<file path="src/verilog/mmc_bus_pkg.sv">
package mmc_bus_pkg;

  // Wishbone B4 port widths.
  localparam int ADR_W = 32;
  localparam int DAT_W = 32;
  localparam int SEL_W = 4;

  // Mapped slaves behind the interconnect.
  localparam int NUM_SLAVES = 4;

  // Index of a response source.
  // Values below NUM_SLAVES select a slave.
  typedef logic [2:0] tgt_t;

  // Address hit no window.
  localparam tgt_t TGT_NULL = 3'd4;

endpackage

</file>
<file path="src/verilog/mmc_map_pkg.sv">
package mmc_map_pkg;

  // Slave numbers, also the index into the slave port arrays.
  localparam mmc_bus_pkg::tgt_t SLV_MEM  = 3'd0;
  localparam mmc_bus_pkg::tgt_t SLV_DDR3 = 3'd1;
  localparam mmc_bus_pkg::tgt_t SLV_LED  = 3'd2;
  localparam mmc_bus_pkg::tgt_t SLV_UART = 3'd3;

  // Window base addresses.
  localparam logic [mmc_bus_pkg::ADR_W-1:0] SLV_BASE [mmc_bus_pkg::NUM_SLAVES] = '{
    SLV_MEM:  32'h0000_0000,
    SLV_DDR3: 32'h1000_0000,
    SLV_LED:  32'hC000_0000,
    SLV_UART: 32'hC304_0000
  };

  // Inclusive upper bound of each window.
  localparam logic [mmc_bus_pkg::ADR_W-1:0] SLV_LIMIT [mmc_bus_pkg::NUM_SLAVES] = '{
    SLV_MEM:  32'h0000_7FFF,
    SLV_DDR3: 32'h13FF_FFFF,
    SLV_LED:  32'hC000_FFFF,
    SLV_UART: 32'hC304_FFFF
  };

  // Transfers in flight to one owner.
  localparam int MAX_OUTSTANDING = 4;

  // Counter has to hold MAX_OUTSTANDING itself.
  localparam int CNT_W = 3;

endpackage

</file>
<file path="src/verilog/mmc_addr_decode.sv">
`timescale 1ns/100ps

module mmc_addr_decode (
  input  logic [mmc_bus_pkg::ADR_W-1:0] adr_i,
  output mmc_bus_pkg::tgt_t             tgt_o,
  output logic [mmc_bus_pkg::ADR_W-1:0] ofs_o
);

  import mmc_bus_pkg::*;
  import mmc_map_pkg::*;

  logic [NUM_SLAVES-1:0] hit;

  always_comb
  begin
    for (int i = 0; i < NUM_SLAVES; i++)
    begin
      hit[i] = (adr_i >= SLV_BASE[i]) && (adr_i <= SLV_LIMIT[i]);
    end
  end

  // Scan downwards so the lowest matching window wins.
  always_comb
  begin
    tgt_o = TGT_NULL;
    ofs_o = adr_i;
    for (int i = NUM_SLAVES - 1; i >= 0; i--)
    begin
      if (hit[i])
      begin
        tgt_o = tgt_t'(i);
        ofs_o = adr_i - SLV_BASE[i];
      end
    end
  end

  // Windows of the map must not overlap.
  always_comb
  begin
    a_one_window: assert ($onehot0(hit))
      else $error("address %h hits windows %b", adr_i, hit);
  end

endmodule

</file>
<file path="src/verilog/mmc_resp_mux.sv">
`timescale 1ns/100ps

module mmc_resp_mux (
  input  logic                                clk,
  input  logic                                rst,

  input  mmc_bus_pkg::tgt_t                   owner_i,
  input  logic                                null_accept_i,

  input  logic [mmc_bus_pkg::NUM_SLAVES-1:0]  slv_ack_i,
  input  logic [mmc_bus_pkg::NUM_SLAVES-1:0]  slv_err_i,
  input  logic [mmc_bus_pkg::DAT_W-1:0]       slv_dat_i [mmc_bus_pkg::NUM_SLAVES],

  output logic                                ack_o,
  output logic                                err_o,
  output logic [mmc_bus_pkg::DAT_W-1:0]       dat_o,
  output logic                                resp_done_o
);

  import mmc_bus_pkg::*;

  logic                  null_ack;
  logic [NUM_SLAVES-1:0] owner_mask;

  // Unmapped transfer ends with an error one cycle after accept.
  always_ff @(posedge clk)
  begin
    if (rst)
    begin
      null_ack <= 1'b0;
    end
    else
    begin
      null_ack <= null_accept_i;
    end
  end

  always_comb
  begin
    for (int i = 0; i < NUM_SLAVES; i++)
    begin
      owner_mask[i] = (owner_i == tgt_t'(i));
    end
  end

  always_comb
  begin
    ack_o = 1'b0;
    err_o = 1'b0;
    dat_o = '0;
    if (null_ack)
    begin
      ack_o = 1'b1;
      err_o = 1'b1;
    end
    else
    begin
      for (int i = 0; i < NUM_SLAVES; i++)
      begin
        if (owner_mask[i])
        begin
          ack_o = slv_ack_i[i];
          err_o = slv_err_i[i];
          dat_o = slv_dat_i[i];
        end
      end
    end
  end

  assign resp_done_o = ack_o | err_o;

  // Only the owner may answer, else ordering is broken.
  a_owner_only: assert property (
    @(posedge clk) disable iff (rst)
    ((slv_ack_i | slv_err_i) & ~owner_mask) == '0
  ) else $error("response from non-owner, ack %b err %b", slv_ack_i, slv_err_i);

endmodule

</file>
<file path="src/verilog/mmc_txn_tracker.sv">
`timescale 1ns/100ps

module mmc_txn_tracker (
  input  logic               clk,
  input  logic               rst,

  input  logic               cyc_i,
  input  logic               stb_i,
  input  mmc_bus_pkg::tgt_t  tgt_i,
  input  logic               tgt_stall_i,
  input  logic               resp_done_i,

  output logic               issue_o,
  output logic               accept_o,
  output logic               stall_o,
  output mmc_bus_pkg::tgt_t  owner_o
);

  import mmc_bus_pkg::*;
  import mmc_map_pkg::*;

  logic [CNT_W-1:0] cnt;
  tgt_t             owner;
  logic             block;

  // A new target waits until every older response is back.
  always_comb
  begin
    block = 1'b1;
    if (cnt == '0)
    begin
      block = 1'b0;
    end
    else if ((tgt_i == owner) && (cnt < CNT_W'(MAX_OUTSTANDING)))
    begin
      block = 1'b0;
    end
  end

  assign issue_o  = cyc_i & stb_i & ~block;
  assign accept_o = issue_o & ~tgt_stall_i;
  assign stall_o  = block | tgt_stall_i;
  assign owner_o  = owner;

  // Accept and response may land in the same cycle.
  always_ff @(posedge clk)
  begin
    if (rst || !cyc_i)
    begin
      cnt <= '0;
    end
    else
    begin
      cnt <= cnt + CNT_W'(accept_o) - CNT_W'(resp_done_i);
    end
  end

  always_ff @(posedge clk)
  begin
    if (rst)
    begin
      owner <= TGT_NULL;
    end
    else if (accept_o)
    begin
      owner <= tgt_i;
    end
  end

  a_cnt_max: assert property (
    @(posedge clk) disable iff (rst)
    cnt <= CNT_W'(MAX_OUTSTANDING)
  ) else $error("outstanding count %0d above limit", cnt);

  // Each response must match a transfer that is still open.
  a_done_pending: assert property (
    @(posedge clk) disable iff (rst)
    resp_done_i |-> (cnt != '0)
  ) else $error("response with no outstanding transfer");

endmodule

</file>
<file path="src/verilog/mmc_wb.sv">
`timescale 1ns/100ps

module mmc_wb (
  input  logic                                clk,
  input  logic                                rst,

  input  logic [mmc_bus_pkg::ADR_W-1:0]       cpu_adr_i,
  input  logic [mmc_bus_pkg::DAT_W-1:0]       cpu_dat_i,
  input  logic                                cpu_we_i,
  input  logic [mmc_bus_pkg::SEL_W-1:0]       cpu_sel_i,
  input  logic                                cpu_stb_i,
  input  logic                                cpu_cyc_i,

  output logic                                cpu_ack_o,
  output logic                                cpu_err_o,
  output logic [mmc_bus_pkg::DAT_W-1:0]       cpu_dat_o,
  output logic                                cpu_stall_o,

  output logic [mmc_bus_pkg::ADR_W-1:0]       slv_adr_o [mmc_bus_pkg::NUM_SLAVES],
  output logic [mmc_bus_pkg::DAT_W-1:0]       slv_dat_o [mmc_bus_pkg::NUM_SLAVES],
  output logic [mmc_bus_pkg::NUM_SLAVES-1:0]  slv_we_o,
  output logic [mmc_bus_pkg::SEL_W-1:0]       slv_sel_o [mmc_bus_pkg::NUM_SLAVES],
  output logic [mmc_bus_pkg::NUM_SLAVES-1:0]  slv_stb_o,
  output logic [mmc_bus_pkg::NUM_SLAVES-1:0]  slv_cyc_o,

  input  logic [mmc_bus_pkg::NUM_SLAVES-1:0]  slv_ack_i,
  input  logic [mmc_bus_pkg::NUM_SLAVES-1:0]  slv_err_i,
  input  logic [mmc_bus_pkg::DAT_W-1:0]       slv_dat_i [mmc_bus_pkg::NUM_SLAVES],
  input  logic [mmc_bus_pkg::NUM_SLAVES-1:0]  slv_stall_i
);

  import mmc_bus_pkg::*;

  tgt_t             tgt;
  tgt_t             owner;
  logic [ADR_W-1:0] ofs;
  logic             issue;
  logic             accept;
  logic             tgt_stall;
  logic             null_accept;
  logic             resp_done;

  mmc_addr_decode mmc_addr_decode_inst (
    .adr_i (cpu_adr_i),
    .tgt_o (tgt),
    .ofs_o (ofs)
  );

  // Unmapped target never stalls.
  always_comb
  begin
    tgt_stall = 1'b0;
    for (int i = 0; i < NUM_SLAVES; i++)
    begin
      if (tgt == tgt_t'(i))
      begin
        tgt_stall = slv_stall_i[i];
      end
    end
  end

  mmc_txn_tracker mmc_txn_tracker_inst (
    .clk         (clk),
    .rst         (rst),
    .cyc_i       (cpu_cyc_i),
    .stb_i       (cpu_stb_i),
    .tgt_i       (tgt),
    .tgt_stall_i (tgt_stall),
    .resp_done_i (resp_done),
    .issue_o     (issue),
    .accept_o    (accept),
    .stall_o     (cpu_stall_o),
    .owner_o     (owner)
  );

  // Request fields go to every slave, stb only to the decoded one.
  always_comb
  begin
    for (int i = 0; i < NUM_SLAVES; i++)
    begin
      slv_adr_o[i] = ofs;
      slv_dat_o[i] = cpu_dat_i;
      slv_we_o[i]  = cpu_we_i;
      slv_sel_o[i] = cpu_sel_i;
      slv_cyc_o[i] = cpu_cyc_i;
      slv_stb_o[i] = issue & (tgt == tgt_t'(i));
    end
  end

  assign null_accept = accept & (tgt == TGT_NULL);

  mmc_resp_mux mmc_resp_mux_inst (
    .clk           (clk),
    .rst           (rst),
    .owner_i       (owner),
    .null_accept_i (null_accept),
    .slv_ack_i     (slv_ack_i),
    .slv_err_i     (slv_err_i),
    .slv_dat_i     (slv_dat_i),
    .ack_o         (cpu_ack_o),
    .err_o         (cpu_err_o),
    .dat_o         (cpu_dat_o),
    .resp_done_o   (resp_done)
  );

endmodule
</file>
<file path="config.mk">
export PLATFORM = sky130hd
export DESIGN_NAME = mmc_wb
export DESIGN_NICKNAME = d
export VERILOG_FILES = /design/src/verilog/mmc_bus_pkg.sv /design/src/verilog/mmc_map_pkg.sv /design/src/verilog/mmc_addr_decode.sv /design/src/verilog/mmc_resp_mux.sv /design/src/verilog/mmc_txn_tracker.sv /design/src/verilog/mmc_wb.sv
export SDC_FILE = /design/constraint.sdc
export NUM_CORES = 1
export LEC_CHECK = 0
export ABC_AREA = 1
export BUFFER_PORTS_ARGS = -buffer_cell sky130_fd_sc_hd__buf_2
export CAP_MARGIN = 20
export CORE_AREA = 10 10 200 202
export CTS_CLUSTER_SIZE = 10
export DETAILED_ROUTE_END_ITERATION = 10
export DIE_AREA = 0 0 210 212
export MAX_ROUTING_LAYER = met4
export PLACE_DENSITY_LB_ADDON = 0.1
export SLEW_MARGIN = 30
export SYNTH_ARGS = -nofsm -noshare
export SYNTH_HDL_FRONTEND = slang
export SYNTH_SLANG_ARGS = --single-unit
</file>
<file path="constraint.sdc">
create_clock -name clk -period 2.8 [get_ports clk]
set_clock_uncertainty 0.1 [all_clocks]
set_input_delay 0.14 -clock clk [delete_from_list [all_inputs] [get_ports clk]]
set_output_delay 0.14 -clock clk [all_outputs]
set_load 0.05 [all_outputs]
</file>
After elaboration in Yosys (flattened, before gate mapping). Cells that the tools add are included.

Add/subtract/negate cells: 5. $lt $le $gt $ge: 9. Equal/unequal tests: 8. Muxes and demuxes: 29. Bitwise gates (word level): 12. Reductions and logical operators: 10.

Operators by type and width (number): 32-bit two-way mux (9); 32-bit >= comparator, second input constant (2); 32-bit less-or-equal comparator, second input constant (2); 32-bit subtractor, second input constant (2); 32-bit by 1-bit >= comparator with 1-bit output, second input constant (1); 32-bit by 29-bit >= comparator with 1-bit output, second input constant (1); 32-bit by 15-bit less-or-equal comparator with 1-bit output, second input constant (1); 32-bit by 29-bit less-or-equal comparator with 1-bit output, second input constant (1); 32-bit by 29-bit subtractor with 32-bit output, second input constant (1); 1-bit two-way mux (16); 3-bit by 2-bit equality test with 1-bit output, second input constant (4); 3-bit two-way mux (4); 3-bit logical NOT (3); 1-bit AND (8); 3-bit by 1-bit equality test with 1-bit output, second input constant (2); 1-bit logical AND (5); 3-bit by 1-bit adder with 3-bit output (1); 3-bit equality test (1); 3-bit equality test, second input constant (1); 3-bit less-than comparator, second input constant (1); 3-bit by 1-bit subtractor with 3-bit output (1); 1-bit inverter (2); 1-bit OR (2); 1-bit logical NOT (1); 1-bit logical OR (1).

Register bits after elaboration: 7. Output and inout port bits: 319.

Longest topological paths before layout. Gate-level depths: netlist (run 1).

Word-level depth: 15. Mapped depth: 23. Depth with buffers taken out: 23.

By module. Synthesis (run 1) repeated with hierarchy kept, for this count alone.

Cell total of the unflattened synthesis: 882. Area, all modules: 4962.3 µm².

Modules (own cells, without submodules): mmc_wb (times used 1, cells an instance 270, area an instance 1956.9 µm², sequential area each 0.0 µm²); mmc_resp_mux (times used 1, cells an instance 315, area an instance 1421.4 µm², sequential area each 20.0 µm²); mmc_addr_decode (times used 1, cells an instance 239, area an instance 1181.1 µm², sequential area each 0.0 µm²); mmc_txn_tracker (times used 1, cells an instance 58, area an instance 402.9 µm², sequential area each 120.1 µm²).

Worst setup path after synthesis (run 1). Ideal clock, no wire load.

Path kind: input to output. Start point: in cpu_adr_i[29] (netlist bit). End point: out slv_adr_o[115] (netlist bit). Arrival: 2.893 ns. Required time: 2.560 ns. Path slack: -0.333 ns. Stages on the path: 13. Buffers on the path: 1. Cells stage by stage: inv_1 ha_1 nand2_1 inv_1 nand2_1 nor2_1 nand2_1 nand2_1 nand2_1 inv_1 nand2_4 o21ai_0 buf_4.

RTL lines: start: declaration (line mmc_wb.sv:7) `input logic [mmc_bus_pkg::ADR_W-1:0] cpu_adr_i,`; end: declaration (line mmc_wb.sv:19) `output logic [mmc_bus_pkg::ADR_W-1:0] slv_adr_o [mmc_bus_pkg::NUM_SLAVES],`.

Worst setup path in the final report (run 1).
Start point: reg mmc_txn_tracker_inst.owner[1], in the netlist mmc_txn_tracker_inst.owner_o[1]. End point: reg mmc_txn_tracker_inst.cnt[2].

Cells in the longest elaborated chain, start to end: 9. Elaborated cells between the ends (all ways): 24. Classes of those cells: add/sub (2); eq/ne (4); mux (12); bitwise (4); reduce/logical (2).

RTL lines: start: declaration (line mmc_txn_tracker.sv:23) `tgt_t owner;`; start signal: assignment (line mmc_txn_tracker.sv:66) `owner <= tgt_i;`; 3-bit equality test (line mmc_txn_tracker.sv:34) `else if ((tgt_i == owner) && (cnt < CNT_W'(MAX_OUTSTANDING)))`; 1-bit logical AND (line mmc_txn_tracker.sv:34); 1-bit two-way mux (line mmc_txn_tracker.sv:34); 1-bit two-way mux (line mmc_txn_tracker.sv:30) `if (cnt == '0)`; 1-bit inverter (line mmc_txn_tracker.sv:40) `assign issue_o = cyc_i & stb_i & ~block;`; 1-bit AND (line mmc_txn_tracker.sv:40); 1-bit AND (line mmc_txn_tracker.sv:41) `assign accept_o = issue_o & ~tgt_stall_i;`; 3-bit by 1-bit adder with 3-bit output (line mmc_txn_tracker.sv:54) `cnt <= cnt + CNT_W'(accept_o) - CNT_W'(resp_done_i);`; 3-bit by 1-bit subtractor with 3-bit output * (line mmc_txn_tracker.sv:54); end signal: assignment (line mmc_txn_tracker.sv:54); end: declaration (line mmc_txn_tracker.sv:22) `logic [CNT_W-1:0] cnt;`.

Every way passes the cells marked *; elsewhere a longest branch is shown, timed or not. A chain may end at the register's enable or synchronous reset.

==> key figures, run 1 <==
Cells and area
  • P&R area growth vs syn: 32.8%
  • Post-route cell area: 0.00601 sq mm
  • Area of the multi-input gates: around 0.0023 sq mm
  • Fin cells: roughly 1,400
  • NumNets Final: between 1,000 and 1,500
  • Storage cell area: approximately 140 sq um
  • Fillers: around 4,300
  • Final core utilization: 16.6%
  • Layout cell share with drive strength beyond 1: 59.3%

Critical path
  • Worst EP required: ~2.9 ns
  • Slowest cell on the critical path: fa_2
  • R2r worst-path depth: 14
  • Worst setup SP type: flop
  • Worst R2R End: mmc_txn_tracker_inst.cnt[2]
  • Origin of the worst setup path: mmc_txn_tracker_inst.owner_o[1]
  • Worst r2r src: mmc_txn_tracker_inst.owner_o[1]
  • R2r setup slk: between 0.15 and 0.2 ns
  • Critical path class: flop to flop
  • Crit path max fanout: 3
  • CP dominant cell by count: inv_1
  • Crit path arrival time: 2.70 ns
  • Delay of the slowest critical-path stage: 0.33 ns
  • Critical path endpoint category: flop
  • CP Cell Sequence: inv_1 -> nor2_2 -> inv_2 -> nor2_1 -> a21oi_2 -> nand3_4 -> or2_2 -> ha_1 -> inv_1 -> ha_1 -> inv_1 -> fa_2 -> or2_4 -> a21oi_2

Placed design
  • DP Area: 0.00564 sq mm
  • HPWL after DPL: between 20,000 and 25,000 microns
  • Final Wtd Congestion: slightly below 0.8
  • # placed instances: roughly 1,400
  • Buffers on Ports: between 300 and 400

CTS
  • CTS tree: built
  • Later-pin clock latency in the skew report: 0.23 ns
  • Clock Root Buffer: clkbuf_16
  • Clk sinks: 7
  • Clock-pin slew on the worst setup and hold paths: around 0.040 ns
  • Clock Path Buffers: 2
  • H-tree depth: 1
  • CTS buffer count: 3

Floorplan
  • Initial core utilization: 12.5%
  • # IOs: 532
  • Core ar.: roughly 0.036 sq mm
  • Die height: about 210 microns
  • DIE AREA: 0.0445 sq mm
  • Rows: 70
  • Die Width: between 200 and 250 microns

Timing
  • Crit path time final: 2.64 ns
  • Highest Clock Rate: about 380 MHz
  • RSZ-0062 raised after global routing: true
  • Hold Fails Final Rpt: 0
  • Fin Setup TNS: 0 ns
  • Relative slew slack: between 60% and 70%
  • Max-slew violation count: 0
  • Final setup violation count: 0
  • Hold slack: roughly 0.16 ns
  • Tcrit/Tclk final: a little over nine tenths
  • Slew @ Worst Pin: about 0.47 ns

Pwr
  • Clock share of power: 12.1%
  • Max IR drop VDD: between 150 and 200 uV
  • Internal Pwr Total: 0.778 mW
  • Comb pwr share: between 80% and 90%
  • Sequential group share of total power: ~6.2%
  • Switch share: about three fifths
  • Switching pwr: about 1.2 mW
  • Pwr dens: between 300 and 400 mW/mm^2
  • Leakage: between 3 and 4 nW

Yosys
  • Synth Instances: 737
  • Sequential share of the synthesized area: under 10%
  • Post-Syn Area: between 0.004 and 0.005 sq mm
  • Flops & latches, synth: 7
  • Synth cell types: 35
  • Syn nets: ~960
  • Post-Syn Area per Cell: ~6.1 sq um
  • Warnings, synthesis: 0

Outcome
  • Status: complete, no violations

Routing
  • Post-route ant nets: 0
  • Vias: around 5,100
  • Vias per cell: 3.67
  • Wire per inst: 18.6 microns
  • Iter 0 DRT Violations: between 100 and 150
  • Drt first pass iters: 4
  • WL final: between 20,000 and 30,000 microns
  • DRC: 0

GRT
  • Grt ovf: 0
  • Largest net degree at the start of global routing: 37
  • Total track usage: between 10 and 15%
  • Initial antenna violation count: 4
  • Vias in the first global route: approximately 5,500
  • First-pass GRT wire length: ~36,000 microns

Run
  • Max Cap Violations: 0

Min path
  • Hold crit path type: input pin to flop
  • Worst hold stages: 3
  • Hold Path Origin: cpu_cyc_i
  • Endpoint, Worst Hold: mmc_txn_tracker_inst.cnt[2]
==> kinds of logic after synthesis <==
kind of cell             share of synthesized area, %
adder cells (fa/ha/maj)                          3.49
buffers and inverters                            50.8
AND/OR/NAND/NOR                                  28.0
AO/OA/AOI/OAI                                    13.5
flip-flops                                       3.10
XOR/XNOR                                         1.16
==> per-stage QoR <==
step / power (mW) / worst slack [ns]
after CTS: 2.00 / 0.00393
after global routing: 2.13 / -0.00935
final: 2.00 / 0.165
after detailed placement: 1.73 / -0.358
after floorplan: 1.84 / 0.00279
after global placement: 1.75 / -0.323
==> critical path: cells and delay by family, from the launching register on <==
| family | cells | cell delay, ns |
|---|---|---|
| and+or+nand+nor | 5 | 0.81 |
| adders and majority gates | 3 | 0.73 |
| buffers and inverters | 4 | 0.33 |
| DFF | 1 | 0.30 |
| AOI/OAI and AO/OA | 2 | 0.30 |
==> final cells by class <==
class                      instances  share of cell area (%)
antenna                            4                   0.167
clock buffer                       4                    1.31
inverter                          53                    3.56
multi-input combinational        386                    38.7
sequential                         7                    2.35
tap                              468                    9.75
timing repair buffer             462                    44.2
==> Yosys cell counts <==
cell type	number	share of area, %
buf_4	266	44
nand2_1	95	7.9
nand3_1	84	9.3
nor2_1	70	5.8
inv_1	49	4.1
o21ai_0	32	3.5
a311oi_1	24	4.6
clkbuf_1	21	1.7
ha_1	11	3.0
nand4_1	9	1.2
a21oi_1	8	0.89
a31oi_1	8	1.1
dfxtp_1	7	3.1
nor2_2	7	0.97
o221ai_1	7	1.4
xor2_1	5	0.97
buf_1	3	0.25
nand2_2	3	0.42
nand2_4	3	0.75
a41oi_1	2	0.39
inv_2	2	0.17
inv_4	2	0.28
nand3_2	2	0.44
nor3_1	2	0.22
o21a_1	2	0.33
o21ai_2	2	0.39
o21bai_1	2	0.33
or2_2	2	0.28
a21oi_4	1	0.36
buf_2	1	0.11
fa_1	1	0.44
nand4_4	1	0.47
nor3_2	1	0.22
o22ai_1	1	0.14
xnor2_1	1	0.19
==> registers in the layout (all words and copies together), names as in the netlist <==
| name | cells |
|---|---|
| mmc_txn_tracker_inst.owner_o | 3 |
| mmc_resp_mux_inst.null_ack | 1 |
| mmc_txn_tracker_inst.cnt | 3 |
==> power groups by stage <==
stage	sequential, mW	combinational (mW)	clock [mW]
after floorplan	0.120	1.72	0
after global placement	0.125	1.62	0
after detailed placement	0.125	1.61	0
after CTS	0.124	1.62	0.251
after global routing	0.125	1.75	0.256
final	0.123	1.63	0.242
==> cells in the final DEF, fill, tap and decap left out, drive strengths merged, types with 3 or more instances in the layout <==
master and instances:
nor3 3, nor2 77, a311oi 24, nand4 10, o221ai 7, nand3 86, ha 11, nand2 101
clkbuf 5, a31oi 8, inv 53, o21ai 34, a21oi 9, xor2 5, dfxtp 7, buf 460
diode 4
==> what timing repair did <==
action,4_1_cts,5_1_grt
buffers inserted,1,7
setup endpoints to repair,4,14
resized for setup,16,50
pin swaps,4,20
endpoints found under the hold margin,1,0
hold buffers,1,0
==> per-layer routing <==
metal / share of wire, % / global-route usage [%]
met1: 37 / 10.8
met4: 1.7 / 2.83
met3: 9.1 / 3.80
met5: 0 / -
met2: 53 / 20.1
==> worst max-delay path by stage <==
stage | to
after floorplan | mmc_txn_tracker_inst.cnt[2]
final | mmc_txn_tracker_inst.cnt[2]
after global routing | mmc_txn_tracker_inst.cnt[2]
after global placement | mmc_txn_tracker_inst.cnt[2]
after CTS | mmc_txn_tracker_inst.cnt[2]
after detailed placement | mmc_txn_tracker_inst.cnt[2]
(Power assumes the default switching activity.)
==> run 2: changes to the inputs <==
Settings changed: CAP_MARGIN 20 to 30, CELL_PAD_IN_SITES_DETAIL_PLACEMENT set to 1, CELL_PAD_IN_SITES_GLOBAL_PLACEMENT set to 1, CORE_AREA 10 10 200 202 to 10 10 201 203, DIE_AREA 0 0 210 212 to 0 0 211 213.
==> key figures, run 2 (synthesized netlist as in run 1, its figures left out) <==
Floorplan
  • DIE AREA: ~0.045 sq mm
  • Die height: 213 microns
  • Die Width: around 210 microns
  • Rows: 70
  • Core ar.: about 0.036 sq mm
  • Initial core utilization: 12.5%
  • # IOs: 532

Critical path
  • Worst r2r src: mmc_txn_tracker_inst.owner_o[1]
  • Critical path class: flop to flop
  • Critical path endpoint category: flop
  • Crit path arrival time: 2.72 ns
  • Worst setup SP type: flop
  • Crit path max fanout: 5
  • R2r worst-path depth: 14
  • Worst EP required: 2.87 ns
  • R2r setup slk: 0.15 ns
  • Origin of the worst setup path: mmc_txn_tracker_inst.owner_o[1]
  • Worst R2R End: mmc_txn_tracker_inst.cnt[2]

CTS
  • Clock Path Buffers: 2
  • Clock-pin slew on the worst setup and hold paths: roughly 0.04 ns
  • Later-pin clock latency in the skew report: approximately 0.23 ns
  • Clk sinks: 7
  • H-tree depth: 1
  • Clock Root Buffer: clkbuf_16
  • CTS tree: built
  • CTS buffer count: 3

Routing
  • Wire per inst: around 20 microns
  • Vias per cell: 3.76
  • Iter 0 DRT Violations: 170
  • Post-route ant nets: 0
  • DRC: 0
  • Drt first pass iters: 4
  • WL final: roughly 28,000 microns
  • Vias: a little over 5,000

Timing
  • Relative slew slack: approximately 54%
  • Hold Fails Final Rpt: 0
  • RSZ-0062 raised after global routing: true
  • Final setup violation count: 0
  • Final worst setup slack: roughly 0.15 ns
  • Tcrit/Tclk final: a little over nine tenths
  • Highest Clock Rate: approximately 380 MHz
  • Crit path time final: between 2 and 3 ns
  • Slew @ Worst Pin: about 0.70 ns
  • Max-slew violation count: 0

Pwr
  • Pwr dens: around 330 mW/mm^2
  • Leakage: a little over 3 nW
  • Max IR drop VDD: ~220 uV

Placed design
  • Final Wtd Congestion: a little under 0.8
  • Buffers on Ports: 346
  • # placed instances: ~1,400
  • HPWL after DPL: 24,800 microns
  • Place WS: -0.345 ns

Cells and area
  • Fin cells: about 1,400
  • P&R area growth vs syn: 33.3%
  • Most common cell after layout, fill and taps aside: buf_2
  • Most frequent cells in the layout: buf_2, buf_4, nand2_1
  • Layout cell share with drive strength beyond 1: 60.1%
  • NumNets Final: 1,133

Min path
  • Endpoint, Worst Hold: mmc_txn_tracker_inst.cnt[2]
  • Hold crit path type: input pin to flop
  • Worst hold stages: 3
  • Hold Path Origin: cpu_cyc_i

GRT
  • Total track usage: a little under an eighth
  • First-pass GRT wire length: between 30,000 and 40,000 microns
  • Initial antenna violation count: 5
  • Grt ovf: 0
  • Vias in the first global route: 5,647
  • Largest net degree at the start of global routing: 65

Outcome
  • Status: complete, no violations

Run
  • Max Cap Violations: 0
-- run 2: cell count changes in the layout (fill, tap and decap cells not counted), moves of 3 or more --
cell	before	now
nand2_4	4	7
nand2_1	85	79
buf_2	341	338
nor2_4	1	5
nand2_2	12	15
-- run 2: how the worst max path moves through the flow --
stage / cells after the start / slack [ns] / endpoint
6_report: 14 / 0.15 / mmc_txn_tracker_inst.cnt[2]
5_1_grt: 20 / -0.007 / slv_stb_o[2]
3_3_place_gp: 22 / -0.34 / mmc_txn_tracker_inst.cnt[2]
2_1_floorplan: 21 / 0.003 / mmc_txn_tracker_inst.cnt[2]
3_5_place_dp: 22 / -0.34 / mmc_txn_tracker_inst.cnt[2]
4_1_cts: 23 / 0.004 / mmc_txn_tracker_inst.cnt[2]
-- run 2: worst max-delay path, cell delays in order (launching register included) --
cell and delay (ns):
dfxtp_1 0.37, buf_4 0.14, nor2_4 0.04, nand3_1 0.06, nand2_1 0.07, a21oi_2 0.16, nand3_4 0.08, or2_2 0.31
ha_1 0.27, inv_1 0.06, ha_1 0.13, inv_1 0.05, fa_2 0.33, or2_2 0.31, a21oi_2 0.11
-- run 2: repair_timing --
| item | 4_1_cts | 5_1_grt |
|---|---|---|
| endpoints found under the setup margin | 4 | 15 |
| resized for setup | 11 | 68 |
| pin swaps | 2 | 26 |
| hold buffers | 1 | 0 |
| setup buffers | 1 | 3 |
| endpoints found under the hold margin | 1 | 0 |
-- run 2: metal layers --
metal / GRT usage, % / wire [microns] / part of all wire [%] / vias up
li1: - / - / - / 2503
met1: 11.6 / 9840 / 35 / 2442
met2: 23.1 / 15700 / 56 / 214
met3: 3.11 / 1980 / 7.1 / 39
met4: 1.50 / 312 / 1.1 / 0
met5: - / 0 / 0 / -
-- run 2: cell type report --
class	count	area, sq um
Sequential cell	7	141
Inverter	53	209
Antenna cell	6	15.0
Tap cell	468	586
Clock buffer	4	78.8
Multi-Input combinational cell	386	2370
Fill cell	4555	30200
Timing Repair Buffer	457	2630
-- run 2: report_power, final --
part,switching [mW],leakage (nW),internal [mW]
sequential,0.0106,0.0576,0.112
combinational,1.17,2.98,0.476
clock,0.0550,0.0382,0.190
-- run 2: through the flow --
step | hold WS, ns | setup TNS, ns | total power [mW] | instance area (sq um) | utilization [%]
after global routing | 0.180 | -0.0214 | 2.15 | 6020 | 16.6
after floorplan | 0.112 | 0 | 1.84 | 4570 | -
after CTS | 0.174 | 0 | 2.00 | 5760 | 15.9
after global placement | 0.181 | -0.750 | 1.76 | 5640 | 15.6
after detailed placement | 0.181 | -0.584 | 1.74 | 5640 | 15.6
final | 0.166 | 0 | 2.01 | 6030 | 16.6
==> run 3: changes to the inputs <==
Settings changed: ABC_AREA 1 to unset, CORE_AREA 10 10 201 203 to 10 10 198 200, DIE_AREA 0 0 211 213 to 0 0 208 210, SYNTH_HIERARCHICAL set to 1.
==> key figures, run 3 <==
Critical path
  • Crit path arrival time: approximately 3.3 ns
  • R2r setup slk: between 0.2 and 0.3 ns
  • Origin of the worst setup path: cpu_adr_i[5]
  • Worst R2R End: mmc_txn_tracker_inst/cnt[2]
  • R2r worst-path depth: 11
  • Worst path buffer plus inverter count: 2
  • Crit path max-delay family: simple AND/OR/NAND/NOR gates
  • Worst r2r src: mmc_txn_tracker_inst/owner_o[1]
  • Delay of the slowest critical-path stage: 0.51 ns
  • CP dominant cell by count: nor2b_4
  • Critical path endpoint category: flop
  • CP Cell Sequence: buf_2 -> nor4_1 -> and4_4 -> a31oi_4 -> or2_4 -> a21oi_4 -> mux4_2 -> nor2b_4 -> nor3_2 -> nor2b_4 -> ha_4 -> inv_2 -> fa_2 -> xor2_1 -> xnor2_1 -> nor2_1
  • Critical path depth: 16
  • Slowest cell on the critical path: mux4_2
  • Worst Setup EP: mmc_txn_tracker_inst/cnt[2]
  • Critical path class: input pin to flop
  • Crit path max fanout: 3
  • Worst setup SP type: input pin
  • Worst EP required: approximately 2.8 ns

Timing
  • Relative slew slack: approximately three fifths
  • Final setup violation count: 8
  • Slew @ Worst Pin: 0.578 ns
  • Tcrit/Tclk final: 117%
  • Highest Clock Rate: 304 MHz
  • Max-slew violation count: 0
  • RSZ-0062 raised after global routing: true
  • Hold Fails Final Rpt: 0
  • Crit path time final: ~3.3 ns
  • Final worst setup slack: -0.489 ns
  • Fin Setup TNS: -1.63 ns

CTS
  • Hold bufs inserted after CTS: 0
  • CTS tree: built
  • Clock Root Buffer: clkbuf_16
  • Clock-pin slew on the worst setup and hold paths: 0.04 ns
  • CTS buffer count: 3
  • Later-pin clock latency in the skew report: 0.23 ns
  • H-tree depth: 1
  • Clock Path Buffers: 2
  • Clk sinks: 7

Min path
  • Worst hold stages: 2
  • Hold crit path type: input pin to flop

Placed design
  • Final Wtd Congestion: 0.788
  • Buffers on Ports: roughly 350
  • HPWL after DPL: between 20,000 and 25,000 microns
  • DP Area: 0.00547 sq mm
  • Place WS: -0.899 ns

Yosys
  • Synth Instances: 589
  • Synth top area cells: buf_4, o221ai_1, a211oi_1
  • Top cell types by occurrence after synthesis: buf_4, nor2_1, nor2b_1, a211oi_1, o221ai_1
  • Area leader, netlist: buf_4
  • Most used DFF post-synth: dfxtp_1
  • Post-Syn Area per Cell: approximately 7.4 sq um
  • Flops & latches, synth: 7
  • EDFF count, synth: 0
  • Syn nets: 813
  • Most frequent cell after synthesis: buf_4
  • Post-synth ARST share: 0%
  • Sequential share of the synthesized area: under 10%
  • Synth cell types: slightly below 70
  • Synth top area share: a little under half
  • Warnings, synthesis: 6
  • Post-Syn Area: approximately 0.0044 sq mm

GRT
  • Total track usage: between 10 and 15%
  • First-pass GRT wire length: ~33,000 microns
  • Initial antenna violation count: 3
  • Grt ovf: 0
  • Largest net degree at the start of global routing: 46
  • Vias in the first global route: 4,987

Pwr
  • Clock share of power: between 10 and 15%
  • Sequential group share of total power: 6.9%
  • Comb pwr share: between 70% and 80%
  • Internal Pwr Total: between 0.7 and 0.8 mW
  • Switch share: 56.6%
  • Leakage: ~2.8 nW
  • Max IR drop VDD: between 100 and 150 uV
  • Switching pwr: 0.964 mW
  • Pwr dens: between 200 and 300 mW/mm^2

Routing
  • DRC: 0
  • Met1 wire length: 8880 microns
  • Met3 WL post-DR: approximately 1800 microns
  • Vias: about 4,500
  • Vias per cell: about 3.7
  • Met2 Routed Length: around 12,000 microns
  • WL final: 23,100 microns
  • Iter 0 DRT Violations: between 100 and 150
  • DR top layer: met4
  • Drt first pass iters: 4
  • Wire per inst: 19.0 microns
  • Post-route ant nets: 0

Floorplan
  • Die Width: about 210 microns
  • Die height: 210 microns
  • Initial core utilization: between 10% and 20%
  • Rows: between 60 and 70
  • DIE AREA: about 0.044 sq mm
  • Core ar.: ~0.035 sq mm
  • # IOs: 532

Cells and area
  • Post-route cell area: between 0.005 and 0.006 sq mm
  • Most common cell after layout, fill and taps aside: buf_2
  • Most frequent cells in the layout: buf_2, buf_4, nor2_1
  • Layout cell share with drive strength beyond 1: between 70% and 80%
  • Final core utilization: approximately 17%
  • NumNets Final: 980
  • P&R area growth vs syn: 37.6%

Run
  • Max Cap Violations: 0

Outcome
  • Status: complete, but fails checks
  • Failing checks: negative setup slack
-- run 3: cell types whose count changed after synthesis, sizes merged, moves of 9 or more --
cell    change
a211oi     +33
a311oi     -23
buf        +15
clkbuf     -18
inv        -41
nand2      -91
nand3      -79
nor2       -32
nor2b      +35
nor4        +9
o21ai      -29
o221ai     +25
-- run 3: worst min path at each step --
stage | from | to | slack, ns
5_1_grt | rst | mmc_resp_mux_inst/null_ack | 0.06
4_1_cts | rst | mmc_resp_mux_inst/null_ack | 0.06
6_report | rst | mmc_resp_mux_inst/null_ack | 0.06
3_3_place_gp | cpu_dat_i[8] | slv_dat_o[40] | 0.18
3_5_place_dp | cpu_dat_i[8] | slv_dat_o[40] | 0.18
2_1_floorplan | rst | mmc_resp_mux_inst/null_ack | 0.11
-- run 3: area by class of cell --
class,count,area (sq um)
antenna,2,5.00
tap,461,577
clock buffer,4,78.8
inverter,12,51.3
sequential,7,141
multi-input combinational,282,2440
fill,4320,29200
timing repair buffer,450,2700
-- run 3: cells by family after synthesis --
group / after synthesis / synth area share [%]
buf+inv: 300 / 49.7
simple gates: 148 / 20.5
compound gates: 108 / 19.5
fa+ha+maj: 11 / 3.33
xor+xnor: 8 / 1.61
mux: 7 / 2.13
flops: 7 / 3.22
-- run 3: per-layer routing --
layer	vias to the layer above	GRT usage, %
met5	-	-
met4	0	2.02
met3	18	3.27
met2	267	18.4
met1	2066	10.5
li1	2133	-
-- run 3: power groups by stage --
stage	Clock, mW	Combinational, mW	Sequential, mW
6_report	0.245	1.34	0.117
3_5_place_dp	0	1.29	0.118
5_1_grt	0.257	1.42	0.119
4_1_cts	0.248	1.34	0.117
3_3_place_gp	0	1.29	0.118
2_1_floorplan	0	1.53	0.117
-- run 3: metrics by stage --
step	instances	hold WS (ns)	power, mW
floorplan	589	0.112	1.64
global placement	1194	0.181	1.41
finish	1218	0.0590	1.70
detailed placement	1194	0.181	1.41
global route	1218	0.0598	1.80
CTS	1213	0.0636	1.71
-- run 3: repair_timing --
action | in CTS | in global routing
buffers inserted | 17 | 10
setup endpoints to repair | 12 | 44
pin swaps | 22 | 14
gates resized for setup | 40 | 49
